**config.mk**
```make
export PLATFORM = sky130hd
export DESIGN_NAME = aib_tx_chnl
export DESIGN_NICKNAME = d
export VERILOG_FILES = /design/src/hw/aib_tx_pkg.sv /design/src/hw/aib_tx_chnl.sv /design/src/hw/aib_tx_dbi.sv /design/src/hw/aib_tx_fifo.sv /design/src/hw/aib_tx_ctrl.sv /design/src/hw/aib_rstn_sync.sv
export SDC_FILE = /design/constraint.sdc
export NUM_CORES = 2
export LEC_CHECK = 0
export BUFFER_PORTS_ARGS = -buffer_cell sky130_fd_sc_hd__buf_4
export CAP_MARGIN = 40
export CORE_UTILIZATION = 30
export DETAILED_ROUTE_END_ITERATION = 12
export GPL_TIMING_DRIVEN = 1
export PLACE_DENSITY = 0.44
export SLEW_MARGIN = 20
export SYNTH_ARGS = -nofsm -noshare
export SYNTH_HDL_FRONTEND = slang
export SYNTH_HIERARCHICAL = 1
export SYNTH_SLANG_ARGS = --single-unit
```
**constraint.sdc**
```tcl
create_clock -name m_ns_fwd_clk -period 2.15 [get_ports m_ns_fwd_clk]
set_input_delay 0.1075 -clock m_ns_fwd_clk [delete_from_list [all_inputs] [get_ports m_ns_fwd_clk]]
set_output_delay 0.1075 -clock m_ns_fwd_clk [all_outputs]
set_load 0.05 [all_outputs]
```
**src/hw/aib_tx_pkg.sv**
```systemverilog
// Die-to-die adapter TX channel
// Shared widths, mode codes and word layout
`default_nettype none

package aib_tx_pkg;

  // Word geometry
  localparam int WORD_W = 80;
  localparam int HALF_W = 40;
  localparam int IN_W   = 320;   // Four words per quarter-rate write

  // FIFO sizing
  localparam int FIFO_DEPTH = 16;
  localparam int FIFO_AW    = 4;

  // r_tx_fifo_mode encodings
  localparam logic [1:0] MODE_FULL    = 2'b00;
  localparam logic [1:0] MODE_HALF    = 2'b01;
  localparam logic [1:0] MODE_QUARTER = 2'b10;
  localparam logic [1:0] MODE_REG     = 2'b11;   // FIFO bypass

  // Marker lands at MK_BASE + r_tx_mkbit, never on bit 79
  localparam int MK_BASE = 40;

  // One half-word, flag on top
  typedef struct packed {
    logic              dbi;
    logic [HALF_W-2:0] data;
  } tx_half_t;

  typedef struct packed {
    tx_half_t hi;
    tx_half_t lo;
  } tx_pair_t;

  // Same 80 bits seen flat or as two halves
  typedef union packed {
    logic [WORD_W-1:0] flat;
    tx_pair_t          halves;
  } tx_word_u;

endpackage

`default_nettype wire
```
**src/hw/aib_tx_chnl.sv**
```systemverilog
// Die-to-die adapter TX channel top
`timescale 1ns/1ps
`default_nettype none

module aib_tx_chnl (
  input  logic                          m_ns_fwd_clk,
  input  logic                          arst_n,
  input  logic                          atpg_mode,
  input  logic                          m_gen2_mode,
  input  logic [aib_tx_pkg::IN_W-1:0]   data_in_f,    // FIFO modes
  input  logic [aib_tx_pkg::WORD_W-1:0] data_in,      // Register mode
  input  logic                          wr_en,
  input  logic                          r_tx_dbi_en,
  input  logic [1:0]                    r_tx_fifo_mode,
  input  logic [3:0]                    r_tx_phcomp_rd_delay,
  input  logic                          r_txswap_en,
  input  logic                          r_tx_wm_en,
  input  logic [4:0]                    r_tx_mkbit,
  output logic [aib_tx_pkg::WORD_W-1:0] dout,
  output logic                          dout_vld,
  output logic                          tx_fifo_ovf
);

  import aib_tx_pkg::*;

  logic              rd_rstn;
  logic [2:0]        grp_words;
  logic              reg_mode;
  logic              rd_en;
  logic              wr_ack;
  logic              fifo_empty;
  logic [WORD_W-1:0] fifo_dout;

  aib_rstn_sync u_rstn_sync (
    .m_ns_fwd_clk (m_ns_fwd_clk),
    .arst_n       (arst_n),
    .atpg_mode    (atpg_mode),
    .rd_rstn      (rd_rstn)
  );

  // fifo_vld only feeds the valid pipeline inside control
  aib_tx_ctrl u_ctrl (
    .m_ns_fwd_clk         (m_ns_fwd_clk),
    .rd_rstn              (rd_rstn),
    .r_tx_fifo_mode       (r_tx_fifo_mode),
    .r_tx_phcomp_rd_delay (r_tx_phcomp_rd_delay),
    .wr_ack               (wr_ack),
    .fifo_empty           (fifo_empty),
    .grp_words            (grp_words),
    .reg_mode             (reg_mode),
    .rd_en                (rd_en),
    .fifo_vld             (),
    .dout_vld             (dout_vld)
  );

  aib_tx_fifo u_fifo (
    .m_ns_fwd_clk   (m_ns_fwd_clk),
    .rd_rstn        (rd_rstn),
    .data_in_f      (data_in_f),
    .wr_en          (wr_en),
    .grp_words      (grp_words),
    .reg_mode       (reg_mode),
    .r_tx_fifo_mode (r_tx_fifo_mode),
    .m_gen2_mode    (m_gen2_mode),
    .r_txswap_en    (r_txswap_en),
    .r_tx_wm_en     (r_tx_wm_en),
    .r_tx_mkbit     (r_tx_mkbit),
    .rd_en          (rd_en),
    .fifo_dout      (fifo_dout),
    .fifo_empty     (fifo_empty),
    .wr_ack         (wr_ack),
    .tx_fifo_ovf    (tx_fifo_ovf)
  );

  aib_tx_dbi u_dbi (
    .m_ns_fwd_clk (m_ns_fwd_clk),
    .rd_rstn      (rd_rstn),
    .reg_mode     (reg_mode),
    .r_tx_dbi_en  (r_tx_dbi_en),
    .data_in      (data_in),
    .fifo_dout    (fifo_dout),
    .dout         (dout)
  );

endmodule

`default_nettype wire

```
**src/hw/aib_tx_dbi.sv**
```systemverilog
// TX data bus inversion
// Per-half DBI and register-mode bypass
`timescale 1ns/1ps
`default_nettype none

module aib_tx_dbi (
  input  logic                          m_ns_fwd_clk,
  input  logic                          rd_rstn,
  input  logic                          reg_mode,
  input  logic                          r_tx_dbi_en,
  input  logic [aib_tx_pkg::WORD_W-1:0] data_in,
  input  logic [aib_tx_pkg::WORD_W-1:0] fifo_dout,
  output logic [aib_tx_pkg::WORD_W-1:0] dout
);

  import aib_tx_pkg::*;

  tx_word_u sel_w;
  tx_word_u enc_w;

  // Invert a half when most of its data bits are high
  function automatic tx_half_t dbi_half(input tx_half_t h);
    int       ones;
    tx_half_t res;
    ones = 0;
    for (int i = 0; i < HALF_W-1; i++) begin
      ones += int'(h.data[i]);
    end
    if (ones > (HALF_W-1)/2) begin   // More than 19 of 39
      res.dbi  = 1'b1;
      res.data = ~h.data;
    end else begin
      res.dbi  = 1'b0;
      res.data = h.data;
    end
    return res;
  endfunction

  // Bypass word or FIFO word
  assign sel_w.flat = reg_mode ? data_in : fifo_dout;

  always_comb begin
    enc_w = sel_w;   // Pass unchanged with DBI off
    if (r_tx_dbi_en) begin
      enc_w.halves.hi = dbi_half(sel_w.halves.hi);
      enc_w.halves.lo = dbi_half(sel_w.halves.lo);
    end
  end

  always_ff @(posedge m_ns_fwd_clk or negedge rd_rstn) begin
    if (!rd_rstn) begin
      dout <= '0;
    end else begin
      dout <= enc_w.flat;
    end
  end

endmodule

`default_nettype wire

```
**src/hw/aib_tx_fifo.sv**
```systemverilog
// TX phase-compensation FIFO
// Group writes with lane swap and marker insertion
`timescale 1ns/1ps
`default_nettype none

module aib_tx_fifo (
  input  logic                          m_ns_fwd_clk,
  input  logic                          rd_rstn,
  input  logic [aib_tx_pkg::IN_W-1:0]   data_in_f,
  input  logic                          wr_en,
  input  logic [2:0]                    grp_words,
  input  logic                          reg_mode,
  input  logic [1:0]                    r_tx_fifo_mode,
  input  logic                          m_gen2_mode,
  input  logic                          r_txswap_en,
  input  logic                          r_tx_wm_en,
  input  logic [4:0]                    r_tx_mkbit,
  input  logic                          rd_en,
  output logic [aib_tx_pkg::WORD_W-1:0] fifo_dout,
  output logic                          fifo_empty,
  output logic                          wr_ack,
  output logic                          tx_fifo_ovf
);

  import aib_tx_pkg::*;

  logic [WORD_W-1:0]  mem [FIFO_DEPTH];
  logic [FIFO_AW-1:0] wr_ptr;
  logic [FIFO_AW-1:0] rd_ptr;
  logic [FIFO_AW:0]   count;      // 0 to FIFO_DEPTH
  logic [FIFO_AW:0]   free_cnt;
  logic [FIFO_AW:0]   add_cnt;
  logic [FIFO_AW:0]   sub_cnt;
  logic               wr_req;
  logic               space_ok;
  logic               swap_on;
  logic               mark_on;
  tx_word_u           src_w;
  tx_word_u           first_w;
  logic [WORD_W-1:0]  grp_word [4];

  // Gen1 half-rate swaps the data lanes of the first word
  assign swap_on = (r_tx_fifo_mode == MODE_HALF) && r_txswap_en && !m_gen2_mode;
  assign mark_on = r_tx_wm_en &&
                   ((r_tx_fifo_mode == MODE_HALF) || (r_tx_fifo_mode == MODE_QUARTER));

  always_comb begin
    src_w.flat   = data_in_f[WORD_W-1:0];
    first_w      = src_w;
    if (swap_on) begin
      first_w.halves.hi.data = src_w.halves.lo.data;   // Flag bits stay put
      first_w.halves.lo.data = src_w.halves.hi.data;
    end

    grp_word[0] = first_w.flat;
    for (int i = 1; i < 4; i++) begin
      grp_word[i] = data_in_f[i*WORD_W +: WORD_W];
    end

    // Marker tags the first word, cleared on the rest
    if (mark_on) begin
      grp_word[0][MK_BASE + r_tx_mkbit] = 1'b1;
      for (int i = 1; i < 4; i++) begin
        grp_word[i][MK_BASE + r_tx_mkbit] = 1'b0;
      end
    end
  end

  // Whole group or nothing
  assign free_cnt = (FIFO_AW+1)'(FIFO_DEPTH) - count;
  assign space_ok = (free_cnt >= {{(FIFO_AW-2){1'b0}}, grp_words});
  assign wr_req   = wr_en && !reg_mode;
  assign wr_ack   = wr_req && space_ok;

  assign add_cnt    = wr_ack ? {{(FIFO_AW-2){1'b0}}, grp_words} : '0;
  assign sub_cnt    = {{FIFO_AW{1'b0}}, rd_en};
  assign fifo_empty = (count == '0);

  // Storage, no reset
  always_ff @(posedge m_ns_fwd_clk) begin
    if (wr_ack) begin
      for (int i = 0; i < 4; i++) begin
        if (i < grp_words) begin
          mem[wr_ptr + FIFO_AW'(i)] <= grp_word[i];
        end
      end
    end
  end

  always_ff @(posedge m_ns_fwd_clk or negedge rd_rstn) begin
    if (!rd_rstn) begin
      wr_ptr      <= '0;
      rd_ptr      <= '0;
      count       <= '0;
      tx_fifo_ovf <= 1'b0;
    end else begin
      if (wr_ack) begin
        wr_ptr <= wr_ptr + grp_words[FIFO_AW-2:0];   // Group of 4 wraps on 16
      end
      if (rd_en) begin
        rd_ptr <= rd_ptr + 1'b1;
      end
      count <= count + add_cnt - sub_cnt;
      if (wr_req && !space_ok) begin
        tx_fifo_ovf <= 1'b1;   // Sticky until reset
      end
    end
  end

  // Read word lands one cycle after rd_en
  always_ff @(posedge m_ns_fwd_clk or negedge rd_rstn) begin
    if (!rd_rstn) begin
      fifo_dout <= '0;
    end else if (rd_en) begin
      fifo_dout <= mem[rd_ptr];
    end
  end

endmodule

`default_nettype wire

```
**src/hw/aib_tx_ctrl.sv**
```systemverilog
// TX channel control
// Mode decode, phase-comp start delay and read/valid pipeline
`timescale 1ns/1ps
`default_nettype none

module aib_tx_ctrl (
  input  logic       m_ns_fwd_clk,
  input  logic       rd_rstn,
  input  logic [1:0] r_tx_fifo_mode,
  input  logic [3:0] r_tx_phcomp_rd_delay,
  input  logic       wr_ack,
  input  logic       fifo_empty,
  output logic [2:0] grp_words,
  output logic       reg_mode,
  output logic       rd_en,
  output logic       fifo_vld,
  output logic       dout_vld
);

  import aib_tx_pkg::*;

  logic       armed;     // First write seen
  logic       started;
  logic [3:0] dly_cnt;

  // Words per write group
  always_comb begin
    case (r_tx_fifo_mode)
      MODE_FULL:    grp_words = 3'd1;
      MODE_HALF:    grp_words = 3'd2;
      MODE_QUARTER: grp_words = 3'd4;
      default:      grp_words = 3'd1;   // Register mode, FIFO idle
    endcase
  end

  assign reg_mode = (r_tx_fifo_mode == MODE_REG);

  // Start delay runs once, from the first accepted write after reset
  always_ff @(posedge m_ns_fwd_clk or negedge rd_rstn) begin
    if (!rd_rstn) begin
      armed   <= 1'b0;
      started <= 1'b0;
      dly_cnt <= 4'd0;
    end else begin
      if (!armed) begin
        if (wr_ack) begin
          armed   <= 1'b1;
          dly_cnt <= 4'd0;
        end
      end else if (!started) begin
        if (dly_cnt == r_tx_phcomp_rd_delay) begin
          started <= 1'b1;
        end else begin
          dly_cnt <= dly_cnt + 4'd1;
        end
      end
    end
  end

  // Drain one word per cycle once started
  assign rd_en = started && !fifo_empty && !reg_mode;

  // fifo_vld lines up with fifo_dout, dout_vld with the DBI register
  always_ff @(posedge m_ns_fwd_clk or negedge rd_rstn) begin
    if (!rd_rstn) begin
      fifo_vld <= 1'b0;
      dout_vld <= 1'b0;
    end else begin
      fifo_vld <= rd_en;
      dout_vld <= reg_mode ? 1'b1 : fifo_vld;   // Bypass word every cycle
    end
  end

endmodule

`default_nettype wire

```
**src/hw/aib_rstn_sync.sv**
```systemverilog
// Reset synchronizer with scan bypass
`timescale 1ns/1ps
`default_nettype none

module aib_rstn_sync (
  input  logic m_ns_fwd_clk,
  input  logic arst_n,
  input  logic atpg_mode,
  output logic rd_rstn
);

  logic sync_q1;
  logic sync_q2;

  // Assert async, release on the clock
  always_ff @(posedge m_ns_fwd_clk or negedge arst_n) begin
    if (!arst_n) begin
      sync_q1 <= 1'b0;
      sync_q2 <= 1'b0;
    end else begin
      sync_q1 <= 1'b1;
      sync_q2 <= sync_q1;
    end
  end

  // Scan drives the raw reset straight through
  assign rd_rstn = atpg_mode ? arst_n : sync_q2;

endmodule

`default_nettype wire

```
Word level (Yosys, flattened, before mapping)
Memories as Yosys holds them, arrays and structs flattened. A register that Yosys moved wholly into a read port is not among the register bits.
Cells that the tools add are included.
Widths: inputs -> output; s select.
{"block": "op_classes", "shifts": 0, "order_cmp": 9, "mux": 33, "n_bitwise": 7, "add_sub_neg": 86, "n_reduce_logical": 18, "eq_ne": 6, "div": 0, "n_mul": 0}
{"op": "$add 32x2->32", "n": 74}
{"op": "$mux 320", "n": 1}
{"op": "$and 80x80->80", "n": 3}
{"op": "$mux 80", "n": 2}
{"op": "$mux 40", "n": 2}
{"op": "$not 80->80", "n": 1}
{"op": "$or 80x80->80", "n": 1}
{"op": "$mux 39", "n": 2}
{"op": "$not 39->39", "n": 2}
{"op": "$gt 32x6->1 const B", "n": 2}
{"op": "$ge 32x1->1 const B", "n": 1}
{"op": "$lt 32x8->1 const B", "n": 1}
{"op": "$mux 1", "n": 19}
{"op": "$mux 4", "n": 4}
{"op": "$add 4x1->4 const B", "n": 3}
{"op": "$logic_and 1x1->1", "n": 9}
{"op": "$add 4x2->4 const B", "n": 2}
{"op": "$add 6x5->7 const A", "n": 1}
{"op": "$demux 1 s7", "n": 1}
{"op": "$lt 1x3->1 const A", "n": 2}
{"op": "$lt 2x3->1 const A", "n": 2}
{"op": "$pmux 3 s2", "n": 1}
{"op": "$add 5x5->5", "n": 1}
{"op": "$ge 5x3->1", "n": 1}
{"op": "other kinds (14)", "n": 21}
{"block": "totals", "mem_bits_ro": 0, "mem_bits_rw": 1280, "out_inout_bits": 82, "latch_bits": 0, "input_bits": 419, "reg_bits": 104, "wordCells": 172, "n_memories": 1}
{"name": "u_fifo.mem", "depth": 16, "width": 80, "rd": 1, "rd_ports_with_merged_regs": 1, "wr": 4, "line_no": "aib_tx_fifo.sv:27", "source": "logic [WORD_W-1:0] mem [FIFO_DEPTH];"}

Depth between registers and ports, before layout
{"block": "depth", "ltp_word": 43, "mapped_depth": 31, "mapped_depth_nobuf": 26}

By module
Netlist, hierarchy kept.
{"module": "aib_tx_fifo", "seq_area_each_um2": 40789.1, "cells_per_inst": 9511, "area_per_inst_um2": 90395.4, "n_inst": 1}
{"module": "aib_tx_dbi", "seq_area_each_um2": 2001.9, "cells_per_inst": 473, "area_per_inst_um2": 5849.4, "n_inst": 1}
{"module": "aib_tx_ctrl", "seq_area_each_um2": 200.2, "cells_per_inst": 40, "area_per_inst_um2": 449.2, "n_inst": 1}
{"module": "aib_rstn_sync", "seq_area_each_um2": 50.0, "cells_per_inst": 4, "area_per_inst_um2": 68.8, "n_inst": 1}

Worst setup path after synthesis
OpenSTA, ideal clock, no wires.
{"block": "synth_path", "path_type": "register to register", "startpoint": "register u_fifo.count[0]", "endpoint": "memory u_fifo.mem[10][0] (enable)", "setup_ps": 639, "n_path_buf": 2, "synth_period_minus_slack_ps": 8817, "path_stages_with_launch": 14, "required_ps": 1511, "path_slack_ps": -6667, "t_arrival_ps": 8178, "path_cell_list": "dfrtp_1 inv_1 ha_1 and3_1 ha_1 nor2b_1 o21a_1 nand2_1 buf_2 buf_2 nand2_1 inv_2 nand2_1 o311ai_1"}
{"item": "from (decl)", "line_no": "aib_tx_fifo.sv:30", "source": "logic [FIFO_AW:0] count;"}
{"item": "from (signal assigned)", "line_no": "aib_tx_fifo.sv:103", "source": "count <= count + add_cnt - sub_cnt;"}
{"item": "to (decl)", "line_no": "aib_tx_fifo.sv:27"}

==> metrics.yaml <==
slowest_delay_ps: 520
synth-simple-area-share_pct: 10.2
whs_ps: -11.2
slew_violations: 0
crit_buf_inv: 9
htreeDepth: 4
finalSetupTns_ps: -2517790
synth_edf_count: 1280
cts_tree: "done"
relSlewSlack_pct: 40.6
synth-main-ff-cell: "edfxtp_1"
place_hpwl_um: 399000
p_leak_nw: 53.5
cp.arrival_ps: 8240
violations: "negative hold slack, negative setup slack"
status: "finished with violations"
final_util_pct: 44.3
synth_xor_area_share_pct: 0.949
die_w_um: 570
setup_viol: 2736
synth_area_mm2: 0.0968
first_global_vias: 95300
p_comb_share_pct: 66.0
port_buffers: 500
fmax_mhz: 135
internal_power_mw: 124
drt-total-wl_um: 631000
yosysMostFrequentCell: "edfxtp_1"
yosysTopAreaCell: "edfxtp_1"
pwr-share-clk_pct: 14.9
rows: 208
cp-start-kind: "register"
ant_nets: 0
ctsRootBufferMaster: "clkbuf_16"
grt_max_degree: 68
muxShareOfSynthArea_pct: 12.5
tightest_slew_ps: 888
clk_path_buf_depth: 4
max_cap_violations: 0
ys_warn_count: 6
num-fill-cells: 29600
place_congestion: 0.945
grt_overflow_total: 0
first_pass_iters: 9
synth_area_leaders: "edfxtp_1 (40%), mux4_2 (9.3%), a21oi_1 (5.9%)"
drcViolationCount: 0
vias_per_cell: 6.42
core_mm2: 0.321
rsz0062_at_grt: "yes"
vdd_ir_drop_max_mv: 5.45
grt_usage_pct: 35.6
synth_common_cells: "edfxtp_1 (1280), nand2_1 (1276), a21oi_1 (1140)"
crit_type: "register to register"
min_path_type: "primary input to register"
p_total_mw: 215
ys_seq_elements: 1464
synth_cell_types: 80
synth_nets: 10600
grt_antenna_before_repair: 70
crit_required_ps: 2960
clkLatencyLatePin_ps: 930
p_sw_mw: 90.9
crit_slowest_cell: "or4_1"
area_delta_synth_final_pct: 46.9
syn_area_per_cell_um2: 9.65
endpoint_kind: "register"
cp_max_fo: 6
fin_ws_ps: -5280
synth_async_sr_flop_share_pct: 12.6
fp.dieArea_mm2: 0.325
cts_buffers: 188
period_share_pct: 345
vias: 104000
pin_count: 501
cts_sinks: 1464
drt_iter0_drc: 17700
synth_top_family_by_area: "compound AO/OA/AOI/OAI gates"
synth_top_area_share_pct: 39.7
grt_pass1_wl_um: 807000
finalHoldViolCount: 1
start_util_pct: 30.2
skew_ps: 93.6
dieHeight_um: 570
wire_per_inst_um: 39.1
synth_compound_area_share_pct: 23.5
period_needed_ps: 7430
yosysSeqAreaShare_pct: 44.5
p_per_area_mw_per_mm2: 1510
num-nets-final: 12200
seqPwrFrac_pct: 19.1
p_sw_share_pct: 42.2
critPathMostFrequentCell: "fa_1"
drive_gt1_share_pct: 32.0
postSynthCellCount: 10000
clk_pin_slew_ps: 60
cpLargestDelayFamily: "adder cells"
synth_fa_ha_area_share_pct: 1.97
==> worst register-to-register path: cells and delay by family, from the launching register on <==
family	cells	cell delay, ps
compound gates	2	420
xor+xnor	1	110
fa+ha+maj	11	4650
buf+inv	9	760
flops	1	370
mux	1	280
simple gates	2	750
==> power groups by stage <==
stage,Clock [mW],Combinational [mW],Sequential [mW]
CTS,32.3,137,41.0
global placement,0,119,41.4
floorplan,0,76.0,44.0
global route,33.1,143,41.2
finish,32.1,142,41.0
detailed placement,0,120,41.5
==> registers in the layout (all words and copies together), names as in the netlist, 4 cells and up <==
register          flops
u_fifo/rd_ptr         4
u_dbi/dout           80
u_fifo/count          5
u_fifo/wr_ptr         4
u_fifo/fifo_dout     80
u_fifo/mem         1280
u_ctrl/dly_cnt        4
==> metal layers <==
layer	wire length, um	global-route usage (%)	vias up
li1	-	-	41100
met1	228000	46.5	51000
met2	262000	52.2	9355
met3	89500	9.13	2171
met4	50600	22.6	44
met5	359	0	-
==> per-stage QoR <==
step           hold WS [ps]  cell area (um^2)  cells  worst slack [ps]
6_report              -11.2            142000  16100             -5280
5_1_grt                16.7            142000  16100             -5500
4_1_cts               -69.3            136000  15900             -5300
3_5_place_dp           -100            123000  15000             -5690
3_3_place_gp           -101            123000  15000             -5670
2_1_floorplan          -188             98000  10000             -5200
==> cell type report <==
class / count / area, um^2 / share of cell area, %
Multi-Input combinational cell: 6998 / 51300 / 36.1
Sequential cell: 1464 / 43100 / 30.3
Timing Repair Buffer: 2862 / 35800 / 25.2
Tap cell: 4305 / 5390 / 3.79
Clock buffer: 238 / 5030 / 3.54
Clock inverter: 102 / 908 / 0.639
Inverter: 154 / 593 / 0.417
Antenna cell: 25 / 62.6 / 0.0440
==> repair_timing <==
item | in CTS | in global routing
setup buffers | 88 | 145
endpoints found under the hold margin | 1550 | 0
hold buffers | 424 | 0
gates cloned | 48 | 86
gates resized for setup | 235 | 595
endpoints found under the setup margin | 2735 | 2738
pin swaps | 68 | 191
==> final timing paths <==
check                                                 startpoint                       endpoint  slack (ps)  cells after the start
worst max-delay path            u_fifo/fifo_dout[43]$_DFFE_PN0P_       u_dbi/dout[45]$_DFF_PN0_       -5280                     26
worst min-delay path                                       wr_en   u_fifo/wr_ptr[0]$_DFFE_PN0N_         -10                      7
worst max register to register  u_fifo/fifo_dout[43]$_DFFE_PN0P_       u_dbi/dout[45]$_DFF_PN0_       -5280                     26
worst min register to register     u_rstn_sync/sync_q2$_DFF_PN0_        u_dbi/dout[6]$_DFF_PN0_         280                      1
max in group asynchronous                              atpg_mode       u_dbi/dout[51]$_DFF_PN0_         740                      5
min in group asynchronous                                 arst_n  u_rstn_sync/sync_q1$_DFF_PN0_         120                      3
==> kinds of logic (layout without fill, tap and decap cells) <==
kind of cell	Yosys count	in the layout
AND/OR/NAND/NOR	2409	2409
multiplexers	695	695
adder cells (fa/ha/maj)	115	115
flip-flops	1464	1464
XOR/XNOR	104	104
buffers and inverters	1566	3356
AO/OA/AOI/OAI	3674	3674
other	1	26
==> layout by cell type (no fill, tap or decap), types with 400 or more instances in the layout <==
cell / Yosys / final
buf_4: 8 / 1398
nand2_1: 1276 / 1257
nor2_1: 849 / 815
o21ai_0: 721 / 645
mux4_2: 400 / 400
buf_12: 0 / 773
dlygate4sd3_1: 0 / 424
o211ai_1: 725 / 725
a21oi_1: 1140 / 1055
edfxtp_1: 1280 / 1280
(Power assumes the default switching activity.)
